--- src/map_pkg.sv ---
// Address map of the partition
// Two 4 kB windows, the target selector and the system register layout

package map_pkg;

  localparam logic [31:0] ram_base    = 32'h3000_0000;  // RAM window
  localparam logic [31:0] sys_base    = 32'h3000_1000;  // System manager window
  localparam int unsigned window_bits = 12;             // 4 kB per window

  // Decoded destination of a request
  typedef enum logic [1:0] {
    tgt_ram  = 2'd0,
    tgt_sys  = 2'd1,
    tgt_none = 2'd2   // Unmapped, answered with err
  } target_e;

  //////////////////////////////
  // System manager registers
  //////////////////////////////

  localparam logic [window_bits-1:0] sys_ctrl_off    = 12'h000;  // Bit 0 proc_run
  localparam logic [window_bits-1:0] sys_scratch_off = 12'h004;  // Free read/write word
  localparam logic [window_bits-1:0] sys_id_off      = 12'h008;  // Read only

  // Identification word
  localparam logic [31:0] sys_id_value = 32'h4d50_0001;

endpackage

--- src/bus_pkg.sv ---
// Internal request bus definitions
// Widths of the Wishbone side and the request and response records
// passed between decode, execute and result stages

package bus_pkg;

  //////////////////////////////
  // Bus widths
  //////////////////////////////

  localparam int unsigned data_width = 32;               // Wishbone data bus
  localparam int unsigned addr_width = 32;               // Wishbone byte address
  localparam int unsigned sel_width  = data_width / 8;   // One select bit per byte lane

  //////////////////////////////
  // Request to a target
  //////////////////////////////

  // Registered by the decoder on the sampling edge
  // Offset is the byte address inside the selected window
  typedef struct packed {
    logic                               we;      // 1 = write
    logic [sel_width-1:0]               sel;     // Byte lane enables
    logic [map_pkg::window_bits-1:0]    offset;  // Byte offset in window
    logic [data_width-1:0]              wdata;   // Write payload
  } tgt_req_t;

  //////////////////////////////
  // Response from a target
  //////////////////////////////

  // Valid for one cycle, one edge after the target strobe
  typedef struct packed {
    logic                  valid;   // Single cycle pulse
    logic [data_width-1:0] rdata;   // Zero for writes
  } tgt_rsp_t;

endpackage

--- src/wb_responder.sv ---
// Wishbone result stage
// Merges target responses and the error path into registered ack, err and data

`timescale 1ns/1ps

module wb_responder (
  input  logic                           wb_clk_i,    // Wishbone clock
  input  logic                           rst_n_i,     // Async reset, active low
  input  bus_pkg::tgt_rsp_t              ram_rsp_i,
  input  bus_pkg::tgt_rsp_t              sys_rsp_i,
  input  logic                           none_req_i,  // Unmapped request strobe
  output logic                           wbs_ack_o,
  output logic                           wbs_err_o,
  output logic [bus_pkg::data_width-1:0] wbs_dat_o,
  output logic                           done_o       // Frees the decoder
);

  logic             none_d;   // Error path aligned to target latency
  map_pkg::target_e src;      // Source of this cycle's answer

  // Pick the valid source
  always_comb begin
    if (ram_rsp_i.valid) begin
      src = map_pkg::tgt_ram;
    end else if (sys_rsp_i.valid) begin
      src = map_pkg::tgt_sys;
    end else begin
      src = map_pkg::tgt_none;
    end
  end

  always_ff @(posedge wb_clk_i or negedge rst_n_i) begin
    if (!rst_n_i) begin
      none_d    <= 1'b0;
      wbs_ack_o <= 1'b0;
      wbs_err_o <= 1'b0;
      wbs_dat_o <= '0;
    end else begin
      none_d    <= none_req_i;
      wbs_ack_o <= ram_rsp_i.valid || sys_rsp_i.valid;
      wbs_err_o <= none_d;
      case (src)
        map_pkg::tgt_ram: wbs_dat_o <= ram_rsp_i.rdata;
        map_pkg::tgt_sys: wbs_dat_o <= sys_rsp_i.rdata;
        default:          wbs_dat_o <= '0;   // Idle and err read zero
      endcase
    end
  end

  assign done_o = wbs_ack_o || wbs_err_o;

  // Exclusive single-cycle answer
  assert property (@(posedge wb_clk_i) disable iff (!rst_n_i)
    done_o |-> !(wbs_ack_o && wbs_err_o) ##1 !done_o)
    else $error("wb_responder: ack/err overlap or long pulse");

  // Only one request in flight across the targets
  assert property (@(posedge wb_clk_i) disable iff (!rst_n_i)
    $onehot0({ram_rsp_i.valid, sys_rsp_i.valid, none_d}))
    else $error("wb_responder: two sources valid");

endmodule
--- config.mk ---
export PLATFORM = sky130hd
export DESIGN_NAME = wb_responder
export DESIGN_NICKNAME = d
export VERILOG_FILES = /design/src/map_pkg.sv /design/src/bus_pkg.sv /design/src/wb_responder.sv
export SDC_FILE = /design/constraint.sdc
export NUM_CORES = 1
export LEC_CHECK = 0
export ABC_AREA = 1
export BUFFER_PORTS_ARGS = -buffer_cell sky130_fd_sc_hd__buf_2
export CAP_MARGIN = 10
export CORE_MARGIN = 4
export CORE_UTILIZATION = 45
export DETAILED_ROUTE_END_ITERATION = 6
export PLACE_DENSITY = 0.85
export SYNTH_ARGS = -nofsm -noshare
export SYNTH_HDL_FRONTEND = slang
export SYNTH_SLANG_ARGS = --single-unit
--- constraint.sdc ---
create_clock -name wb_clk_i -period 2 [get_ports wb_clk_i]
set_clock_uncertainty 0.2 [all_clocks]
set_input_delay 0.3 -clock wb_clk_i [delete_from_list [all_inputs] [get_ports wb_clk_i]]
set_output_delay 0.3 -clock wb_clk_i [all_outputs]
set_load 0.02 [all_outputs]
Yosys cells after proc, flatten, opt, wreduce, memory -nomap -nowiden
Index checks and enable logic that the tools add are counted.
{"block": "op_classes", "eq_ne": 1, "muxes": 3, "n_reduce_logical": 3}
{"cell": "32-bit one-hot mux with 2 select lines", "n": 1}
{"cell": "2-bit two-way mux", "n": 2}
{"cell": "2-bit by 1-bit == test with 1-bit output (second input constant)", "n": 1}
{"cell": "2-bit zero test", "n": 1}
{"cell": "1-bit logical OR", "n": 2}
{"block": "word_totals", "ff_bits": 35, "input_bits": 69, "word_cells": 11}

Longest topological paths before layout
{"block": "logic_depth", "depth_word": 4, "ltp_mapped": 5, "ltp_nobuf": 3}

Worst setup path after synthesis
No wires, ideal clock.
{"block": "synth_path", "path_kind": "register -> output", "from": "register wbs_err_o", "to": "output done_o", "t_arrival_ns": 0.801, "slack_ns": 0.699, "stages_incl_launch_ff": 2, "path_buffers": 0, "path_cell_list": "dfrtp_1 or2_2"}
{"block": "synth_between", "elab_chain_len": 1}
{"item": "from (decl)", "line": "wb_responder.sv:13", "rtl": "output logic wbs_err_o,"}
{"item": "from (signal assigned)", "line": "wb_responder.sv:41", "rtl": "wbs_err_o <= none_d;"}
{"item": "1-bit logical OR", "line": "wb_responder.sv:50", "rtl": "assign done_o = wbs_ack_o || wbs_err_o;"}
{"item": "to (decl)", "line": "wb_responder.sv:15", "rtl": "output logic done_o"}
No other way between the ends.

Worst setup path after layout
Same ends and word-level chain as after synthesis.

==> flow_metrics.env <==
export IMPL_status="finished clean"
export IMPL_rr_worst_depth=0
export IMPL_clockBufferDepth=2
export IMPL_postCtsSetupRepairBufs=0
export IMPL_tightest_slew_ns=0.753
export IMPL_layout_common_cells="buf_2 (103), dlygate4sd3_1 (66), nand2_1 (64), dfrtp_1 (35), nand3_2 (30)"
export IMPL_power_leakage_nw=1.53
export IMPL_slowest_stage="dfrtp_1"
export IMPL_crit_path_cell_trace="or2_2, buf_2"
export IMPL_syn2layout_area_growth_pct=76.8
export IMPL_synthCells=145
export IMPL_min_period_ns=1.67
export IMPL_post_cts_resize_count=0
export IMPL_ys_seq_area_frac=0.550
export IMPL_first_pass_iters=4
export IMPL_antennaDiodeCount=0
export IMPL_multiInputGateArea_um2=563
export IMPL_rows=21
export IMPL_totalWireLength_um=5180
export IMPL_hold_path_cell_count=0
export IMPL_crit_family="flip-flops"
export IMPL_vias_per_cell=4.63
export IMPL_min_from="none_d$_DFF_PN0_"
export IMPL_gp_congestion=0.681
export IMPL_drv_cap=0
export IMPL_cp_depth=2
export IMPL_nets=381
export IMPL_hold_violations=0
export IMPL_antenna_left=0
export IMPL_avgSynthCellArea_um2=11.0
export IMPL_crit_start="wbs_err_o$_DFF_PN0_"
export IMPL_netlist_area_um2=1590
export IMPL_crit_path_start_kind="register"
export IMPL_grt_pass1_vias=1669
export IMPL_dp_hpwl_um=2860
export IMPL_seq_area_um2=876
export IMPL_hp_class="register to register"
export IMPL_ios=104
export IMPL_ys_ff_latch=35
export IMPL_p_per_area_nw_per_um2=657
export IMPL_max_stage_delay_ns=0.39
export IMPL_grt_use_total=0.241
export IMPL_fp_dieW_um=67.5
export IMPL_maxSlewHeadroom=0.498
export IMPL_die_h_um=67.5
export IMPL_cts_root_buf="clkbuf_4"
export IMPL_mostFrequentLayoutCell="buf_2"
export IMPL_setup_viol_count_final=0
export IMPL_synth_warnings=0
export IMPL_rsz0062_at_grt="false"
export IMPL_fin_crit_sh=0.835
export IMPL_antenna_found_initial=0
export IMPL_slew_viol_final=0
export IMPL_ctsHoldBuffers=66
export IMPL_dieArea_um2=4560
export IMPL_drive_gt1_frac=0.463
export IMPL_ir_drop_uv=484
export IMPL_route_met3_wl_um=279
export IMPL_htreeDepth=2
export IMPL_fmax_mhz=599
export IMPL_core_area_um2=3390
export IMPL_wl_met2_um=2890
export IMPL_portBuffers=103
export IMPL_start_util=0.470
export IMPL_grt_max_degree=36
export IMPL_syn_nets=214
export IMPL_synth_distinct_cells=11
export IMPL_r2r_start="none_d$_DFF_PN0_"
export IMPL_cts_tree="done"
export IMPL_cp_required_ns=1.50
export IMPL_avgRoutedWirePerCell_um=14.4
export IMPL_vias=1662
export IMPL_wl_met1_um=1870
export IMPL_cp_end_kind="output pin"
export IMPL_holdWs_ns=0.172
export IMPL_drt_iter0_markers=109
export IMPL_cts_buffers=5
export IMPL_clock_sinks=35
export IMPL_grt_pass1_wl_um=7960
export IMPL_n_fill_cell=198
export IMPL_topRoutingLayerUsed="met4"
export IMPL_gr_total_overflow=0
export IMPL_finalSetupTns_ns=0
export IMPL_final_util=0.831
export IMPL_path_max_fanout=2
export IMPL_route_detailed_drc=0
export IMPL_clk_latency_ns=0.34
export IMPL_path_buf_inv=1
export IMPL_clkSlewWorstSetupHoldPaths_ns=0.12
export IMPL_crit_type="register to output pin"
export IMPL_crit_arrival_ns=1.17
per-stage QoR:
stage               std cells  total power, mW  worst slack [ns]  area, um^2
floorplan                 145            0.963             0.699        1590
global placement          285             1.09             0.686        2050
detailed placement        285             1.10             0.664        2050
CTS                       359             1.85             0.313        2820
global route              359             1.93             0.268        2820
finish                    359             1.85             0.330        2820
cell usage after synthesis (all sizes together):
library cell | number | area share
inv | 1 | 0.0071
nand3 | 32 | 0.19
nand2 | 64 | 0.15
or2 | 2 | 0.0079
dfrtp | 35 | 0.55
clkbuf | 3 | 0.026
buf | 8 | 0.064
worst paths after layout:
| path | endpoint | slack, ns |
|---|---|---|
| max | done_o | 0.33 |
| min | wbs_err_o$_DFF_PN0_ | 0.17 |
| max reg2reg | wbs_err_o$_DFF_PN0_ | 1.32 |
| min reg2reg | wbs_err_o$_DFF_PN0_ | 0.17 |
| max in group asynchronous | wbs_dat_o[29]$_DFF_PN0_ | 0.76 |
| min in group asynchronous | wbs_dat_o[0]$_DFF_PN0_ | 0.36 |
where the power goes:
group	internal, mW	switching (mW)	leakage (nW)	total [mW]
clock	0.389	0.251	0.0514	0.640
sequential	0.757	0.0147	0.432	0.771
combinational	0.219	0.219	1.05	0.439
layout make-up:
cell class / count / area share
repair buffers: 171 / 0.427
inverters: 1 / 0.00400
multi-input cells: 98 / 0.200
well taps: 46 / 0.0204
flip-flops and latches: 35 / 0.311
clock inverters: 3 / 0.0240
clock buffers: 5 / 0.0133
cell families after synthesis:
| group | share of synthesized area |
|---|---|
| DFF | 0.550 |
| and+or+nand+nor | 0.354 |
| buffers and inverters | 0.0966 |
sequential cells by signal (all words and copies together), names as in the netlist:
name and flops:
wbs_dat_o 32, wbs_err_o 1, none_d 1, wbs_ack_o 1
routing by layer:
layer / up-vias / track usage
li1: 792 / -
met1: 786 / 0.255
met2: 72 / 0.452
met3: 12 / 0.0483
met4: 0 / 0.114
met5: - / 0
Note: power is estimated with default switching activity, not from simulation.
