### src/map_pkg.sv
// Address map of the partition
// Two 4 kB windows, the target selector and the system register layout

package map_pkg;

  localparam logic [31:0] ram_base    = 32'h3000_0000;  // RAM window
  localparam logic [31:0] sys_base    = 32'h3000_1000;  // System manager window
  localparam int unsigned window_bits = 12;             // 4 kB per window

  // Decoded destination of a request
  typedef enum logic [1:0] {
    tgt_ram  = 2'd0,
    tgt_sys  = 2'd1,
    tgt_none = 2'd2   // Unmapped, answered with err
  } target_e;

  //////////////////////////////
  // System manager registers
  //////////////////////////////

  localparam logic [window_bits-1:0] sys_ctrl_off    = 12'h000;  // Bit 0 proc_run
  localparam logic [window_bits-1:0] sys_scratch_off = 12'h004;  // Free read/write word
  localparam logic [window_bits-1:0] sys_id_off      = 12'h008;  // Read only

  // Identification word
  localparam logic [31:0] sys_id_value = 32'h4d50_0001;

endpackage

### src/bus_pkg.sv
// Internal request bus definitions
// Widths of the Wishbone side and the request and response records
// passed between decode, execute and result stages

package bus_pkg;

  //////////////////////////////
  // Bus widths
  //////////////////////////////

  localparam int unsigned data_width = 32;               // Wishbone data bus
  localparam int unsigned addr_width = 32;               // Wishbone byte address
  localparam int unsigned sel_width  = data_width / 8;   // One select bit per byte lane

  //////////////////////////////
  // Request to a target
  //////////////////////////////

  // Registered by the decoder on the sampling edge
  // Offset is the byte address inside the selected window
  typedef struct packed {
    logic                               we;      // 1 = write
    logic [sel_width-1:0]               sel;     // Byte lane enables
    logic [map_pkg::window_bits-1:0]    offset;  // Byte offset in window
    logic [data_width-1:0]              wdata;   // Write payload
  } tgt_req_t;

  //////////////////////////////
  // Response from a target
  //////////////////////////////

  // Valid for one cycle, one edge after the target strobe
  typedef struct packed {
    logic                  valid;   // Single cycle pulse
    logic [data_width-1:0] rdata;   // Zero for writes
  } tgt_rsp_t;

endpackage

### src/sys_manager.sv
// System manager target
// Control, scratch and id registers, drives the processor reset level

`timescale 1ns/1ps

module sys_manager (
  input  logic              wb_clk_i,       // Wishbone clock
  input  logic              rst_n_i,        // Async reset, active low
  input  bus_pkg::tgt_req_t req_i,          // Registered request
  input  logic              stb_i,          // Access strobe
  output bus_pkg::tgt_rsp_t rsp_o,
  output logic              proc_rst_n_o    // Processor reset, low holds core
);

  logic                           proc_run;   // ctrl bit 0
  logic [bus_pkg::data_width-1:0] scratch;
  logic [bus_pkg::data_width-1:0] rd_word;    // Read mux output
  logic                           rsp_valid;
  logic [bus_pkg::data_width-1:0] rsp_rdata;

  //////////////////////////////
  // Register writes
  //////////////////////////////

  always_ff @(posedge wb_clk_i or negedge rst_n_i) begin
    if (!rst_n_i) begin
      proc_run <= 1'b0;          // Core held after reset
      scratch  <= '0;
    end else if (stb_i && req_i.we) begin
      if (req_i.offset == map_pkg::sys_ctrl_off && req_i.sel[0]) begin
        proc_run <= req_i.wdata[0];
      end
      if (req_i.offset == map_pkg::sys_scratch_off) begin
        for (int b = 0; b < bus_pkg::sel_width; b++) begin
          if (req_i.sel[b]) begin
            scratch[8*b +: 8] <= req_i.wdata[8*b +: 8];
          end
        end
      end
    end
  end

  // Read mux, unknown offsets read zero
  always_comb begin
    case (req_i.offset)
      map_pkg::sys_ctrl_off:    rd_word = {{(bus_pkg::data_width-1){1'b0}}, proc_run};
      map_pkg::sys_scratch_off: rd_word = scratch;
      map_pkg::sys_id_off:      rd_word = map_pkg::sys_id_value;
      default:                  rd_word = '0;
    endcase
  end

  //////////////////////////////
  // Response
  //////////////////////////////

  always_ff @(posedge wb_clk_i) begin
    if (stb_i) begin
      rsp_rdata <= req_i.we ? '0 : rd_word;   // Writes answer zero
    end
  end

  always_ff @(posedge wb_clk_i or negedge rst_n_i) begin
    if (!rst_n_i) begin
      rsp_valid <= 1'b0;
    end else begin
      rsp_valid <= stb_i;
    end
  end

  assign rsp_o.valid  = rsp_valid;
  assign rsp_o.rdata  = rsp_rdata;
  assign proc_rst_n_o = proc_run;   // Run bit releases the core

endmodule

### config.mk
export PLATFORM = sky130hd
export DESIGN_NAME = sys_manager
export DESIGN_NICKNAME = d
export VERILOG_FILES = /design/src/map_pkg.sv /design/src/bus_pkg.sv /design/src/sys_manager.sv
export SDC_FILE = /design/constraint.sdc
export NUM_CORES = 1
export LEC_CHECK = 0
export ABC_CLOCK_PERIOD_IN_PS = 1350
export BUFFER_PORTS_ARGS = -buffer_cell sky130_fd_sc_hd__buf_4
export CAP_MARGIN = 20
export CORE_UTILIZATION = 53
export CTS_BUF_LIST = sky130_fd_sc_hd__clkbuf_4
export DETAILED_ROUTE_END_ITERATION = 10
export PLACE_DENSITY = 0.88
export SLEW_MARGIN = 5
export SYNTH_ARGS = -nofsm -noshare
export SYNTH_HDL_FRONTEND = slang
export SYNTH_SLANG_ARGS = --single-unit
### constraint.sdc
create_clock -name wb_clk_i -period 1.35 [get_ports wb_clk_i]
set_clock_uncertainty 0.15 [all_clocks]
set_input_delay 0.135 -clock wb_clk_i [delete_from_list [all_inputs] [get_ports wb_clk_i]]
set_output_delay 0.135 -clock wb_clk_i [all_outputs]
set_load 0.05 [all_outputs]
Word level (Yosys, flattened, before mapping)
Cells that the tools add are included.
{ "totals": {"regBits": 66, "in_bits": 52, "elab_cells": 18} }
{ "op_classes": {"n_eq_ne": 2, "muxes": 1, "n_reduce_logical": 8} }
{ "ops": {"columns": ["cell", "count"], "rows": [
  ["32-bit one-hot mux with 3 select lines", 1],
  ["12-bit by 3-bit == test with 1-bit output (second input constant)", 1],
  ["12-bit by 4-bit == test with 1-bit output (second input constant)", 1],
  ["12-bit zero test", 1],
  ["3-bit AND reduction", 4],
  ["1-bit logical AND", 2],
  ["2-bit AND reduction", 1]
]} }

Logic depth before layout (Yosys ltp)
{ "depth": {"word_depth": 3, "ltp_mapped": 6, "mapped_depth_nobuf": 3} }

Worst setup path after synthesis
OpenSTA, ideal clock, no wires.
{ "synth_path": {"path_kind": "input port to flip-flop", "start": "in req_i[41] in the netlist's numbering", "end": "reg rsp_rdata[25] in the netlist's numbering, data pin", "setup_time_ns": 0.170, "arrival_ns": 1.660, "t_required_ns": 1.030, "path_slack_ns": -0.630, "cell_stages": 6, "n_path_buf": 3, "cell_sequence": "or4_4 -> buf_6 -> or3_1 -> buf_6 -> buf_6 -> nor4b_4"} }
{ "synth_between": {"elab_chain_cells": 2} }
{ "synth_rtl": {"columns": ["element", "line_no", "source"], "rows": [
  ["start: declaration", "sys_manager.sv:9", "input bus_pkg::tgt_req_t req_i,"],
  ["12-bit by 4-bit == test with 1-bit output (tied with other cells)", "sys_manager.sv:45", "case (req_i.offset)"],
  ["32-bit one-hot mux with 3 select lines (*)", "sys_manager.sv:45", null],
  ["end signal: assignment", "sys_manager.sv:59", "rsp_rdata <= req_i.we ? '0 : rd_word;"],
  ["end: declaration", "sys_manager.sv:19", "logic [bus_pkg::data_width-1:0] rsp_rdata;"]
]} }
Mark *: on every way between the ends. The rest lies on a longest branch, timed or not.
A chain may end at the register's enable or synchronous reset.

Worst setup path in the final report
{ "layout_path": {"start": "in req_i[33] in the netlist's numbering", "end": "reg rsp_rdata[22] in the netlist's numbering, data pin"} }
The elaborated chain is that of the path after synthesis.

==> impl_metrics.env <==
export IMPL_status="finished with violations"
export IMPL_violations="negative setup slack"
export IMPL_die_w_microns=76.1
export IMPL_yosys_area_top_type="edfxtp_1"
export IMPL_fin_ws_ns=-0.316
export IMPL_syn2layout_area_growth_pct=61.3
export IMPL_yosys_warnings=0
export IMPL_grt_antenna_before_repair=0
export IMPL_powerDensity_mw_per_mm2=874
export IMPL_place_hpwl_microns=4120
export IMPL_reg2reg_setup_slack_ns=0.22
export IMPL_pre_cts_slack_ns=-0.735
export IMPL_numCtsBuffers=9
export IMPL_io_buffers=85
export IMPL_critical_path_class="in2reg"
export IMPL_ys_ff_latch=66
export IMPL_syn_inst=174
export IMPL_die_area_sq_mm=0.00579
export IMPL_finalHoldViolations=0
export IMPL_cp_start_kind="input port"
export IMPL_async_flop_share_pct=51.5
export IMPL_seq_area_frac_synth_pct=62.2
export IMPL_numClockSinks=66
export IMPL_synth_distinct_cells=26
export IMPL_drc=0
export IMPL_synth_most_common_cell="dfrtp_1"
export IMPL_critPathCaptureType="flip-flop"
export IMPL_drive_gt1_share_pct=63.4
export IMPL_drt_iter0_drc=147
export IMPL_viasPerCell=5.81
export IMPL_synth_ff_type="dfrtp_1"
export IMPL_ir_worst_vdd_uv=811
export IMPL_cts_max_level=3
export IMPL_rsz0062_at_grt="yes"
export IMPL_required_ns=1.46
export IMPL_synth_edf_count=32
export IMPL_synth_area_leaders="edfxtp_1 (33%), dfrtp_1 (29%), mux2_2 (13%)"
export IMPL_worstHoldPathType="in2async"
export IMPL_cts_tree="built"
export IMPL_grt_max_degree=35
export IMPL_clockBufferDepth=2
export IMPL_core_area_sq_mm=0.00520
export IMPL_start_util_pct=55.9
export IMPL_grt_pass1_vias=2365
export IMPL_path_clk_slew_ns=0.14
export IMPL_die_height_microns=76.1
export IMPL_period_needed_ns=1.67
export IMPL_cts_root_buf="clkbuf_4"
export IMPL_clk_latency_ns=0.42
export IMPL_postSynthAreaPerCell_sq_um=16.7
export IMPL_wl_microns=9440
export IMPL_drt_pass1_iter_count=4
export IMPL_slew_limit_headroom_pct=56.1
export IMPL_max_freq_mhz=600
export IMPL_wl_per_cell_microns=24.2
export IMPL_maxCapViolations=0
export IMPL_vias=2265
export IMPL_yosys_area_top_type_share_pct=33.0
export IMPL_synthTopCellsByCount="dfrtp_1 (34), mux2_2 (33), edfxtp_1 (32), nor4b_2 (18), clkbuf_1 (7)"
export IMPL_whs_ns=0.0489
export IMPL_worstMarginPinSlew_ns=0.658
export IMPL_synth_nets=226
export IMPL_fin_nets=367
export IMPL_ant_nets=0
export IMPL_syn_cell_area_sq_mm=0.00291
export IMPL_rr_worst_depth=2
export IMPL_grt_pass1_wl_microns=12800
export IMPL_antenna_cells=0
export IMPL_gr_total_overflow=0
export IMPL_fin_crit_sh_pct=123
export IMPL_maxSlewViolCount=0
export IMPL_grt_total_usage_pct=29.8
export IMPL_gp_congestion=0.752
export IMPL_arrival_ns=1.78
export IMPL_ioPinCount=86
export IMPL_setup_viol=65
export IMPL_leakagePower_nw=2.06
export IMPL_crit_fanout=6
export IMPL_rows=26
## flip-flops by register name (all words and copies together), names as in the netlist
signal / count
rsp_valid: 1
proc_rst_n_o: 1
rsp_rdata: 32
scratch: 32
## routing by layer
metal | wire (microns) | global-route usage, %
met4 | 303 | 10.8
met1 | 3540 | 36.5
met5 | 0 | 0
met3 | 448 | 4.55
met2 | 5150 | 53.6
## cell families (layout without fill, tap and decap cells)
kind of cell	after synthesis	count (layout)	synth area share, %
buf+inv	16	162	3.31
compound gates	7	7	1.29
mux	33	33	12.8
flops	66	66	62.2
simple gates	52	52	20.4
## worst max-delay path, stage by stage
cell and delay [ns]:
buf_6 0.09, or4_4 0.55, buf_12 0.16, or4_4 0.58, buf_6 0.16, a21oi_2 0.11
## repair_timing
item / 4_1_cts / 5_1_grt
hold buffers: 33 / 0
gates resized for setup: 54 / 14
setup buffers: 5 / 5
setup endpoints to repair: 65 / 67
pin swaps: 12 / 6
cloned: 0 / 0
hold endpoints to repair: 67 / 0
## report_power, final
part	leakage, nW	internal [mW]	switching, mW
Combinational	1.19	0.259	0.356
Sequential	0.797	2.15	0.0175
Clock	0.0706	0.543	0.783
## area by class of cell
cell class | instances | area, sq um
fill | 193 | 508
multi-input combinational | 92 | 1370
timing repair buffer | 146 | 1300
clock buffer | 9 | 67.6
tap | 70 | 87.6
sequential | 66 | 1810
clock inverter | 7 | 60.1
## through the flow
stage               TNS [ns]  power (mW)  util, %  std cells  instance area (sq um)
global route          -15.88        4.22     90.2        390                   4700
CTS                   -13.04        3.98     88.0        386                   4580
detailed placement    -44.26        2.67     73.2        332                   3810
global placement      -42.93        2.66     73.2        332                   3810
finish                -14.99        4.11     90.2        390                   4700
floorplan             -37.84        2.42        -        174                   2980
## path summary, 6_finish.rpt
path / start / endpoint
worst min register to register: scratch[15]$_DFFE_PN0P_ / scratch[15]$_DFFE_PN0P_
max in group asynchronous: rst_n_i / scratch[7]$_DFFE_PN0P_
worst min-delay path: rst_n_i / scratch[26]$_DFFE_PN0P_
min in group wb_clk_i: req_i[34] / rsp_rdata[0]$_SDFFCE_PP0P_
worst max register to register: proc_rst_n_o$_DFFE_PN0P_ / rsp_rdata[0]$_SDFFCE_PP0P_
worst max-delay path: req_i[33] / rsp_rdata[22]$_SDFFCE_PP0P_
## layout by cell type (no fill, tap or decap), drive strengths merged
cell         instances
buf                113
dfrtp               34
mux2                33
dlygate4sd3         33
edfxtp              32
nor4b               25
clkbuf               9
nand2                6
a21oi                6
nor4                 5
clkinv               5
nand3b               4
or4                  3
nand2b               3
or2                  1
or3                  1
nor3                 1
a211oi               1
nand4bb              1
nor2b                1
or3b                 1
clkinvlp             1
bufinv               1
No activity file was read; power rests on OpenSTA's default activity.
