File: config.mk
export PLATFORM = sky130hd
export DESIGN_NAME = wb_decoder
export DESIGN_NICKNAME = d
export VERILOG_FILES = /design/src/map_pkg.sv /design/src/bus_pkg.sv /design/src/wb_decoder.sv
export SDC_FILE = /design/constraint.sdc
export NUM_CORES = 1
export LEC_CHECK = 0
export BUFFER_PORTS_ARGS = -buffer_cell sky130_fd_sc_hd__clkbuf_2
export CAP_MARGIN = 20
export CORE_ASPECT_RATIO = 0.75
export CORE_MARGIN = 2
export CORE_UTILIZATION = 42
export CTS_CLUSTER_DIAMETER = 100
export DETAILED_ROUTE_END_ITERATION = 10
export GPL_TIMING_DRIVEN = 0
export PLACE_DENSITY = 0.94
export SETUP_SLACK_MARGIN = 0.5
export SLEW_MARGIN = 20
export SYNTH_ARGS = -nofsm -noshare
export SYNTH_HDL_FRONTEND = slang
export SYNTH_SLANG_ARGS = --single-unit
File: constraint.sdc
create_clock -name wb_clk_i -period 5.5 [get_ports wb_clk_i]
set_input_delay 0.55 -clock wb_clk_i [delete_from_list [all_inputs] [get_ports wb_clk_i]]
set_output_delay 0.55 -clock wb_clk_i [all_outputs]
set_load 0.01 [all_outputs]
File: src/map_pkg.sv
// Address map of the partition
// Two 4 kB windows, the target selector and the system register layout

package map_pkg;

  localparam logic [31:0] ram_base    = 32'h3000_0000;  // RAM window
  localparam logic [31:0] sys_base    = 32'h3000_1000;  // System manager window
  localparam int unsigned window_bits = 12;             // 4 kB per window

  // Decoded destination of a request
  typedef enum logic [1:0] {
    tgt_ram  = 2'd0,
    tgt_sys  = 2'd1,
    tgt_none = 2'd2   // Unmapped, answered with err
  } target_e;

  //////////////////////////////
  // System manager registers
  //////////////////////////////

  localparam logic [window_bits-1:0] sys_ctrl_off    = 12'h000;  // Bit 0 proc_run
  localparam logic [window_bits-1:0] sys_scratch_off = 12'h004;  // Free read/write word
  localparam logic [window_bits-1:0] sys_id_off      = 12'h008;  // Read only

  // Identification word
  localparam logic [31:0] sys_id_value = 32'h4d50_0001;

endpackage

File: src/bus_pkg.sv
// Internal request bus definitions
// Widths of the Wishbone side and the request and response records
// passed between decode, execute and result stages

package bus_pkg;

  //////////////////////////////
  // Bus widths
  //////////////////////////////

  localparam int unsigned data_width = 32;               // Wishbone data bus
  localparam int unsigned addr_width = 32;               // Wishbone byte address
  localparam int unsigned sel_width  = data_width / 8;   // One select bit per byte lane

  //////////////////////////////
  // Request to a target
  //////////////////////////////

  // Registered by the decoder on the sampling edge
  // Offset is the byte address inside the selected window
  typedef struct packed {
    logic                               we;      // 1 = write
    logic [sel_width-1:0]               sel;     // Byte lane enables
    logic [map_pkg::window_bits-1:0]    offset;  // Byte offset in window
    logic [data_width-1:0]              wdata;   // Write payload
  } tgt_req_t;

  //////////////////////////////
  // Response from a target
  //////////////////////////////

  // Valid for one cycle, one edge after the target strobe
  typedef struct packed {
    logic                  valid;   // Single cycle pulse
    logic [data_width-1:0] rdata;   // Zero for writes
  } tgt_rsp_t;

endpackage

File: src/wb_decoder.sv
// Wishbone classic request decoder
// Samples one cycle/strobe request, registers it and strobes the RAM,
// system manager or error path for a single cycle

`timescale 1ns/1ps

module wb_decoder (
  input  logic                           wb_clk_i,   // Wishbone clock
  input  logic                           rst_n_i,    // Async reset, active low
  // Wishbone slave request
  input  logic                           wbs_cyc_i,
  input  logic                           wbs_stb_i,
  input  logic                           wbs_we_i,
  input  logic [bus_pkg::sel_width-1:0]  wbs_sel_i,
  input  logic [bus_pkg::addr_width-1:0] wbs_adr_i,
  input  logic [bus_pkg::data_width-1:0] wbs_dat_i,
  input  logic                           done_i,     // Result stage has answered
  // Internal request bus
  output bus_pkg::tgt_req_t              req_o,
  output logic                           ram_req_o,  // RAM strobe
  output logic                           sys_req_o,  // System manager strobe
  output logic                           none_req_o  // Unmapped address
);

  localparam int unsigned hi_width = bus_pkg::addr_width - map_pkg::window_bits;

  // Window tags compared against the upper address bits
  localparam logic [hi_width-1:0] ram_hi = hi_width'(map_pkg::ram_base >> map_pkg::window_bits);
  localparam logic [hi_width-1:0] sys_hi = hi_width'(map_pkg::sys_base >> map_pkg::window_bits);

  logic                busy;    // Request in flight
  logic                take;    // Sample on this edge
  logic [hi_width-1:0] adr_hi;
  map_pkg::target_e    tgt;     // Decoded destination

  assign take   = wbs_cyc_i && wbs_stb_i && !busy;  // Held stb taken once
  assign adr_hi = wbs_adr_i[bus_pkg::addr_width-1:map_pkg::window_bits];

  //////////////////////////////
  // Address decode
  //////////////////////////////

  always_comb begin
    if (adr_hi == ram_hi) begin
      tgt = map_pkg::tgt_ram;
    end else if (adr_hi == sys_hi) begin
      tgt = map_pkg::tgt_sys;
    end else begin
      tgt = map_pkg::tgt_none;   // Falls to err path
    end
  end

  //////////////////////////////
  // Busy flag and strobes
  //////////////////////////////

  always_ff @(posedge wb_clk_i or negedge rst_n_i) begin
    if (!rst_n_i) begin
      busy       <= 1'b0;
      ram_req_o  <= 1'b0;
      sys_req_o  <= 1'b0;
      none_req_o <= 1'b0;
    end else begin
      if (take) begin
        busy <= 1'b1;
      end else if (done_i) begin
        busy <= 1'b0;            // Free once ack/err is out
      end
      ram_req_o  <= take && (tgt == map_pkg::tgt_ram);
      sys_req_o  <= take && (tgt == map_pkg::tgt_sys);
      none_req_o <= take && (tgt == map_pkg::tgt_none);
    end
  end

  // Request payload
  always_ff @(posedge wb_clk_i) begin
    if (take) begin
      req_o.we     <= wbs_we_i;
      req_o.sel    <= wbs_sel_i;
      req_o.offset <= wbs_adr_i[map_pkg::window_bits-1:0];
      req_o.wdata  <= wbs_dat_i;
    end
  end

  // No second strobe while the access is open, done returns two edges later
  assert property (@(posedge wb_clk_i) disable iff (!rst_n_i)
    (ram_req_o || sys_req_o || none_req_o) |=>
      (!(ram_req_o || sys_req_o || none_req_o) && !done_i) ##1
      (!(ram_req_o || sys_req_o || none_req_o) && done_i))
    else $error("wb_decoder: strobe while busy or done out of step");

endmodule

; Word-level counts from Yosys, hierarchy flattened
; Cells that the tools add are included.
[classes]
addsub = 0
n_mul = 0
div_mod_pow = 0
order_cmp = 0
eq_ne = 4
shifts = 0
n_mux = 4
bitwise = 0
n_reduce_logical = 8
[ops]
columns = op, count
row1 = $eq 20x18->1 const B, 2
row2 = $logic_and 1x1->1, 5
row3 = $mux 2, 2
row4 = $eq 2x1->1 const B, 1
row5 = $eq 2x2->1 const B, 1
row6 = $logic_not 2->1, 1
row7 = $mux 1, 2
row8 = $reduce_bool 2->1, 1
row9 = $logic_not 1->1, 1
[word_totals]
ff_bits = 53
latchBits = 0
mem_bits_rw = 0
rom_bits = 0
in_bits = 74
output_inout_bits = 52
mem_count = 0

; Depth between registers and ports, before layout
; Gate-level depths: netlist (run 1).
[depth]
ltp_word = 5
mapped_depth = 3
depth_no_buf = 3

; Worst setup path after synthesis (run 1)
; No wires, ideal clock.
[synth_path]
path_kind = in2reg
startpoint = input wbs_stb_i
endpoint = register req_o[0] in the netlist's numbering (enable)
setup_ns = 0.404
t_arrival_ns = 1.661
setup_slack_ns = 3.435
path_stages = 2
path_cell_list = nand3b_1 > inv_1
[synth_via]
elab_chain_len = 2
[synth_rtl]
columns = item, line
row1 = from (decl), wb_decoder.sv:12  ; input logic wbs_stb_i,
row2 = $logic_and 1x1->1 (2 in series), wb_decoder.sv:36  ; assign take = wbs_cyc_i && wbs_stb_i && !busy;
row3 = named net take, wb_decoder.sv:32  ; logic take;
row4 = to (decl), wb_decoder.sv:19  ; output bus_pkg::tgt_req_t req_o,
; The timed path passes the listed nets, and every way through them passes these cells.
; A chain may end at the register's enable or synchronous reset.

; Worst setup path in the final report (run 1)
[layout_path]
startpoint = register busy
endpoint = register req_o[11] in the netlist's numbering (enable)
[layout_via]
elab_chain_len = 2
[layout_rtl]
columns = item, line
row1 = from (decl), wb_decoder.sv:31  ; logic busy;
row2 = from (signal assigned), wb_decoder.sv:59  ; busy <= 1'b0;
row3 = from (signal assigned), wb_decoder.sv:65  ; busy <= 1'b1;
row4 = from (signal assigned), wb_decoder.sv:67  ; busy <= 1'b0;
row5 = $logic_not 1->1, wb_decoder.sv:36
row6 = $logic_and 1x1->1, wb_decoder.sv:36
row7 = named net take, wb_decoder.sv:32
; The timed path passes the listed nets, and every way through them passes these cells.

==> flow_summary.yaml, run 1 <==
grt:
  grt_max_degree: 36
  grt_pass1_wl_um: 5180
  antenna_found_initial: 0
  overflow: 0
  grt_use_total_pct: 15.8
  grt_pass1_vias: 1086
pwr:
  leakagePower_nw: 1.10
  p_per_area_mw_per_mm2: 295
  switching_share_pct: 19.8
  ir_drop_mv: 0.152
  power_uw: 726
  p_sw_uw: 144
  p_clk_share_pct: 27.2
  p_seq_share_pct: 64.2
  p_int_uw: 582
  power_frac_comb_pct: 8.6
yosys:
  synthesis.area_mm2: 0.00166
  synth.distinct_cells: 10
  synth_top_area_share_pct: 88.6
  synth_warnings: 0
  netlist_instances: 67
  syn_nets: 141
  synth_area_leader_cell: "edfxtp_1"
  synth_area_leaders: "edfxtp_1 (89%), dfrtp_1 (6.0%), nor4_1 (1.9%)"
  synth-seq-cells: 53
  syn_avg_cell_area_um2: 24.8
  synth_seq_area_share_pct: 94.6
detailed_routing:
  drtIter0Drc: 63
  antenna_left: 0
  vias_per_cell: 4.30
  wl_per_cell_um: 13.6
  vias: 1088
  drc_errors: 0
  drt_pass1_iterations: 2
  finalWirelength_um: 3430
timing:
  layout_min_cycle_time_ns: 1.50
  relSlewSlack_pct: 77.3
  worst_slew_pin_slew_ns: 0.340
  finalHoldWorstSlack_ns: 0.0559
  final_hold_viol_count: 0
  skew_ns: 0.00345
  finalSetupViolCount: 0
  drv_slew: 0
  fmax_ghz: 0.669
  grt_setup_unrepaired: "no"
  fin_setup_tns_ns: 0
  period_share_pct: 27.2
clocking:
  post_cts_buffers: 0
  cts_tree: "done"
  cts_buffers: 5
  cts_hold_buffers: 0
  cts_max_path_buffers: 2
  clk_latency_ns: 0.28
  cts_root_buffer: "clkbuf_8"
  cts_sinks: 53
  cts_max_level: 2
  clk_pin_slew_ns: 0.08
  cts_resized: 0
status:
  outcome: "completed"
setup_path:
  cp-end-kind: "flip-flop"
  path_cells: "nand3b_1 > inv_2 > buf_12"
  startpoint_type: "flip-flop"
  crit_slowest_cell: "dfrtp_1"
  criticalPathCategory: "flip-flop to flip-flop"
  cp.required_ns: 5.49
  critical_path.max_stage_delay_ns: 0.39
  path_max_fanout: 35
  crit_arrival_ns: 1.48
layout:
  fin_nets: 274
  most-common-layout-cells: "clkbuf_2 (125), edfxtp_1 (49), nor4_1 (5), clkbuf_8 (5), dfrtp_1 (4)"
  area_growth_pct: 48.1
  design_area_mm2: 0.00246
  fill_cells: 273
  drive_gt1_share_pct: 67.2
  layout_commonest_cell: "clkbuf_2"
  antenna_cells: 0
  post-route-util_pct: 65.9
placed_design:
  placed_cell_area_mm2: 0.00237
  post-dp-hpwl_um: 2940
  portBuffers: 125
  place.gp.congestion: 0.698
die:
  dieHeight_um: 58.5
  design.core.area_mm2: 0.00373
  top_level_ports: 126
  num_rows: 19
  dieWidth_um: 76.6
  start_util_pct: 44.5
  dieArea_mm2: 0.00448
flow_run:
  cap_violations: 0
worst_hold_path:
  hold_path_class: "input pin to asynchronous set/reset pin"
critical path: cells and delay by family (launching register included):
| family | cells | cell delay, ns |
|---|---|---|
| and+or+nand+nor | 1 | 0.23 |
| DFF | 1 | 0.39 |
| buffers and inverters | 2 | 0.56 |
Yosys cell counts (all sizes together):
library cell and instances:
o21a 1, nand3 1, edfxtp 49, nand4b 1
dfrtp 4, nor4 6, inv 3, nand3b 1
o21ai 1
power groups by stage:
stage	combinational, mW	clock (mW)	sequential [mW]
2_1_floorplan	0.00872	0	0.485
3_3_place_gp	0.0592	0	0.475
3_5_place_dp	0.0634	0	0.476
4_1_cts	0.0635	0.204	0.466
5_1_grt	0.0687	0.220	0.468
6_report	0.0624	0.198	0.466
flip-flops by register name, summed over array words and instances, names as in the netlist:
signal and cells:
req_o 49, busy 1, none_req_o 1, sys_req_o 1, ram_req_o 1
routing by layer:
layer,up-vias,share of wire [%],track usage (%)
li1,531,-,-
met1,492,37,17.6
met2,63,54,29.7
met3,2,8.5,5.37
met4,0,0.79,3.90
met5,-,0,0
path summary, 6_finish.rpt:
check                           slack (ns)           from         to  depth (start not counted)
worst max-delay path                  4.00           busy  req_o[11]                          3
worst min-delay path                  0.06        rst_n_i       busy                          1
worst max register to register        4.00           busy  req_o[11]                          3
worst min register to register        0.55           busy       busy                          2
max in group asynchronous             5.33        rst_n_i  sys_req_o                          1
min in group wb_clk_i                 0.43  wbs_dat_i[24]  req_o[24]                          1
final cells by class:
cell class | count | area [um^2] | area share (%)
sequential | 53 | 1570 | 63.9
timing repair buffer | 126 | 646 | 26.3
multi-input combinational | 11 | 77.6 | 3.16
clock buffer | 6 | 72.6 | 2.95
tap | 52 | 65.1 | 2.65
clock inverter | 2 | 15.0 | 0.611
inverter | 3 | 11.3 | 0.458
cells by family after synthesis:
kind of cell    after synthesis  share of synthesized area, %
simple gates                  9                          3.92
flops                        53                          94.6
compound gates                2                         0.753
buf+inv                       3                         0.678
stage by stage:
| stage | std cells | setup slack [ns] |
|---|---|---|
| 2_1_floorplan | 67 | 3.43 |
| 3_3_place_gp | 244 | 3.06 |
| 3_5_place_dp | 245 | 3.84 |
| 4_1_cts | 253 | 4.01 |
| 5_1_grt | 253 | 3.91 |
| 6_report | 253 | 4.00 |
No activity file was read; power rests on OpenSTA's default activity.
==> run 2, diff against run 1 <==
--- a/config.mk
+++ b/config.mk
@@ -5,15 +5,16 @@
 export SDC_FILE = /design/constraint.sdc
 export NUM_CORES = 1
 export LEC_CHECK = 0
+export ABC_AREA = 1
 export BUFFER_PORTS_ARGS = -buffer_cell sky130_fd_sc_hd__clkbuf_2
 export CAP_MARGIN = 20
 export CORE_ASPECT_RATIO = 0.75
 export CORE_MARGIN = 2
-export CORE_UTILIZATION = 42
+export CORE_UTILIZATION = 36
 export CTS_CLUSTER_DIAMETER = 100
 export DETAILED_ROUTE_END_ITERATION = 10
 export GPL_TIMING_DRIVEN = 0
-export PLACE_DENSITY = 0.94
+export PLACE_DENSITY = 0.85
 export SETUP_SLACK_MARGIN = 0.5
 export SLEW_MARGIN = 20
 export SYNTH_ARGS = -nofsm -noshare
==> constraint.sdc (replaced) <==
create_clock -name wb_clk_i -period 1.3 [get_ports wb_clk_i]
set_input_delay 0.13 -clock wb_clk_i [delete_from_list [all_inputs] [get_ports wb_clk_i]]
set_output_delay 0.13 -clock wb_clk_i [all_outputs]
set_load 0.01 [all_outputs]
==> flow_summary.yaml, run 2 <==
grt:
  grt_use_total_pct: 17.3
  overflow: 0
  grt_max_degree: 16
  antenna_found_initial: 0
  grt_pass1_wl_um: 6750
  grt_pass1_vias: 1351
timing:
  fin_setup_tns_ns: 0
  skew_ns: 0.00697
  grt_setup_unrepaired: "yes"
  period_share_pct: 91.9
  worst_slew_pin_slew_ns: 0.161
  final_hold_viol_count: 0
  fmax_ghz: 0.837
  relSlewSlack_pct: 89.1
  layout_min_cycle_time_ns: 1.19
  finalSetupViolCount: 0
  drv_slew: 0
yosys:
  synth_edf_count: 49
  syn_avg_cell_area_um2: 19.8
  synth_seq_area_share_pct: 91.3
  synth-async-reset-ratio_pct: 7.55
  synth_area_leader_cell: "edfxtp_1"
  ys.flop_type: "edfxtp_1"
  synth_warnings: 0
  synth-seq-cells: 53
  synth_area_leaders: "edfxtp_1 (85%), dfrtp_1 (5.8%), nor2_1 (2.6%)"
  synthesis.area_mm2: 0.00172
  synth.distinct_cells: 12
  netlist_instances: 87
  syn_nets: 161
  synth_commonest_cells: "edfxtp_1 (49), nor2_1 (12), nand2_1 (8)"
  synth_top_area_share_pct: 85.5
  synth.most_common_cell: "edfxtp_1"
placed_design:
  placed_cell_area_mm2: 0.00243
  place.gp.congestion: 0.688
  portBuffers: 125
  placedCellCount: 269
flow_run:
  cap_violations: 0
setup_path:
  regToRegEndpoint: "req_o[23]"
  crit_arrival_ns: 1.22
  r2r_setup_slack_ns: 0.11
  crit_slowest_cell: "dfrtp_1"
  path_max_fanout: 6
  reg2reg_from: "busy"
  reg2regPathDepth: 5
  startpoint_type: "flip-flop"
  critical_path.max_stage_delay_ns: 0.38
  criticalPathCategory: "flip-flop to flip-flop"
  cp-end-kind: "flip-flop"
  cp.required_ns: 1.33
  path_cells: "inv_2 > nand3_4 > buf_12 > clkinvlp_4 > buf_6"
layout:
  largest_register: "req_o"
  fin_nets: 340
  largest_register_ff_count: 49
  design_area_mm2: 0.00304
  fin_cells: 323
  most-common-layout-cells: "clkbuf_2 (124), edfxtp_1 (49), dlygate4sd3_1 (37), nor2_1 (12), nand2_1 (8)"
  drive_gt1_share_pct: 55.3
  layout_commonest_cell: "clkbuf_2"
  area_growth_pct: 76.4
  antenna_cells: 0
detailed_routing:
  drtIter0Drc: 53
  antenna_left: 0
  wl_per_cell_um: 14.8
  vias_per_cell: 4.35
  finalWirelength_um: 4790
  drt_pass1_iterations: 4
  drc_errors: 0
  vias: 1404
die:
  top_level_ports: 126
  design.core.area_mm2: 0.00452
  dieWidth_um: 83.9
  dieArea_mm2: 0.00536
  start_util_pct: 38.1
  num_rows: 21
  dieHeight_um: 63.9
clocking:
  clk_pin_slew_ns: 0.09
  cts_root_buffer: "clkbuf_8"
  cts_max_level: 2
  cts_tree: "done"
  cts_buffers: 5
  cts_sinks: 53
  clk_latency_ns: 0.30
  cts_max_path_buffers: 2
pwr:
  switching_share_pct: 20.1
  leakagePower_nw: 1.35
  ir_drop_mv: 0.653
  p_int_mw: 2.75
  p_seq_share_pct: 57.3
  p_sw_uw: 693
  p_clk_share_pct: 30.3
  p_per_area_mw_per_mm2: 1130
  power_frac_comb_pct: 12.4
worst_hold_path:
  min_path_cells: 1
  min_from: "wbs_dat_i[23]"
  hold_path_class: "input pin to flip-flop"
  min_delay_worst_endpoint: "req_o[23]"
status:
  outcome: "completed"
[run 2: cell count changes in the layout (fill, tap and decap cells not counted), moves of 2 or more]
cell / before / now
nor2_1: 0 / 12
dlygate4sd3_1: 0 / 37
buf_6: 0 / 2
nand2_1: 0 / 8
nor4_1: 5 / 0
inv_1: 2 / 4
clkinvlp_4: 2 / 6
[run 2: worst max-delay path by stage]
stage	slack, ns	start	endpoint	cells after the start
2_1_floorplan	-0.22	busy	req_o[0]	3
3_3_place_gp	-0.48	busy	req_o[13]	3
3_5_place_dp	-0.52	busy	req_o[16]	3
4_1_cts	0.1	busy	req_o[37]	5
5_1_grt	0.04	busy	req_o[37]	5
6_report	0.11	busy	req_o[23]	5
[run 2: per-layer routing]
metal | part of all wire (%) | global-route usage (%) | vias up
li1 | - | - | 669
met5 | 0 | 0 | -
met3 | 8.1 | 6.07 | 7
met4 | 1.5 | 5.44 | 0
met1 | 37 | 19.9 | 643
met2 | 53 | 30.5 | 85
[run 2: worst max-delay path, delay by kind of cell, from the launching register on]
| family | cells | cell delay (ns) |
|---|---|---|
| flip-flops | 1 | 0.38 |
| AND/OR/NAND/NOR | 1 | 0.09 |
| buffers and inverters | 4 | 0.44 |
[run 2: kinds of logic after synthesis]
group | count (synthesis) | synth area share [%]
buf+inv | 6 | 1.31
simple gates | 27 | 7.12
compound gates | 1 | 0.290
flops | 53 | 91.3
[run 2: layout make-up]
| class | instances | area (um^2) |
|---|---|---|
| Sequential cell | 53 | 1570 |
| Fill cell | 315 | 1480 |
| Timing Repair Buffer | 167 | 1090 |
| Multi-Input combinational cell | 28 | 140 |
| Tap cell | 57 | 71.3 |
| Clock buffer | 5 | 68.8 |
| Timing Repair inverter | 5 | 37.5 |
| Clock inverter | 2 | 35.0 |
| Inverter | 6 | 26.3 |
[run 2: what timing repair did]
item	in CTS	in global routing
gates resized for setup	10	1
pin swaps	1	1
endpoints found under the setup margin	103	104
gates cloned	6	0
setup buffers	4	0
hold buffers	19	18
endpoints found under the hold margin	22	18
[run 2: power by group through the flow]
stage | logic (mW) | clock network (mW) | registers (mW)
after floorplan | 0.0491 | 0 | 2.05
after global placement | 0.265 | 0 | 2.01
after detailed placement | 0.275 | 0 | 2.01
after CTS | 0.384 | 1.07 | 1.97
after global routing | 0.465 | 1.16 | 1.98
final | 0.428 | 1.04 | 1.97
[run 2: stage by stage]
stage / hold WS (ns) / setup WS [ns] / utilization (%) / total power [mW]
final: 0.00901 / 0.106 / 67.2 / 3.44
after global routing: -0.00673 / 0.0368 / 67.2 / 3.61
after CTS: 0.000172 / 0.0991 / 63.2 / 3.43
after detailed placement: -0.0559 / -0.520 / 53.7 / 2.29
after global placement: -0.0618 / -0.478 / 53.7 / 2.27
after floorplan: -0.166 / -0.223 / - / 2.10
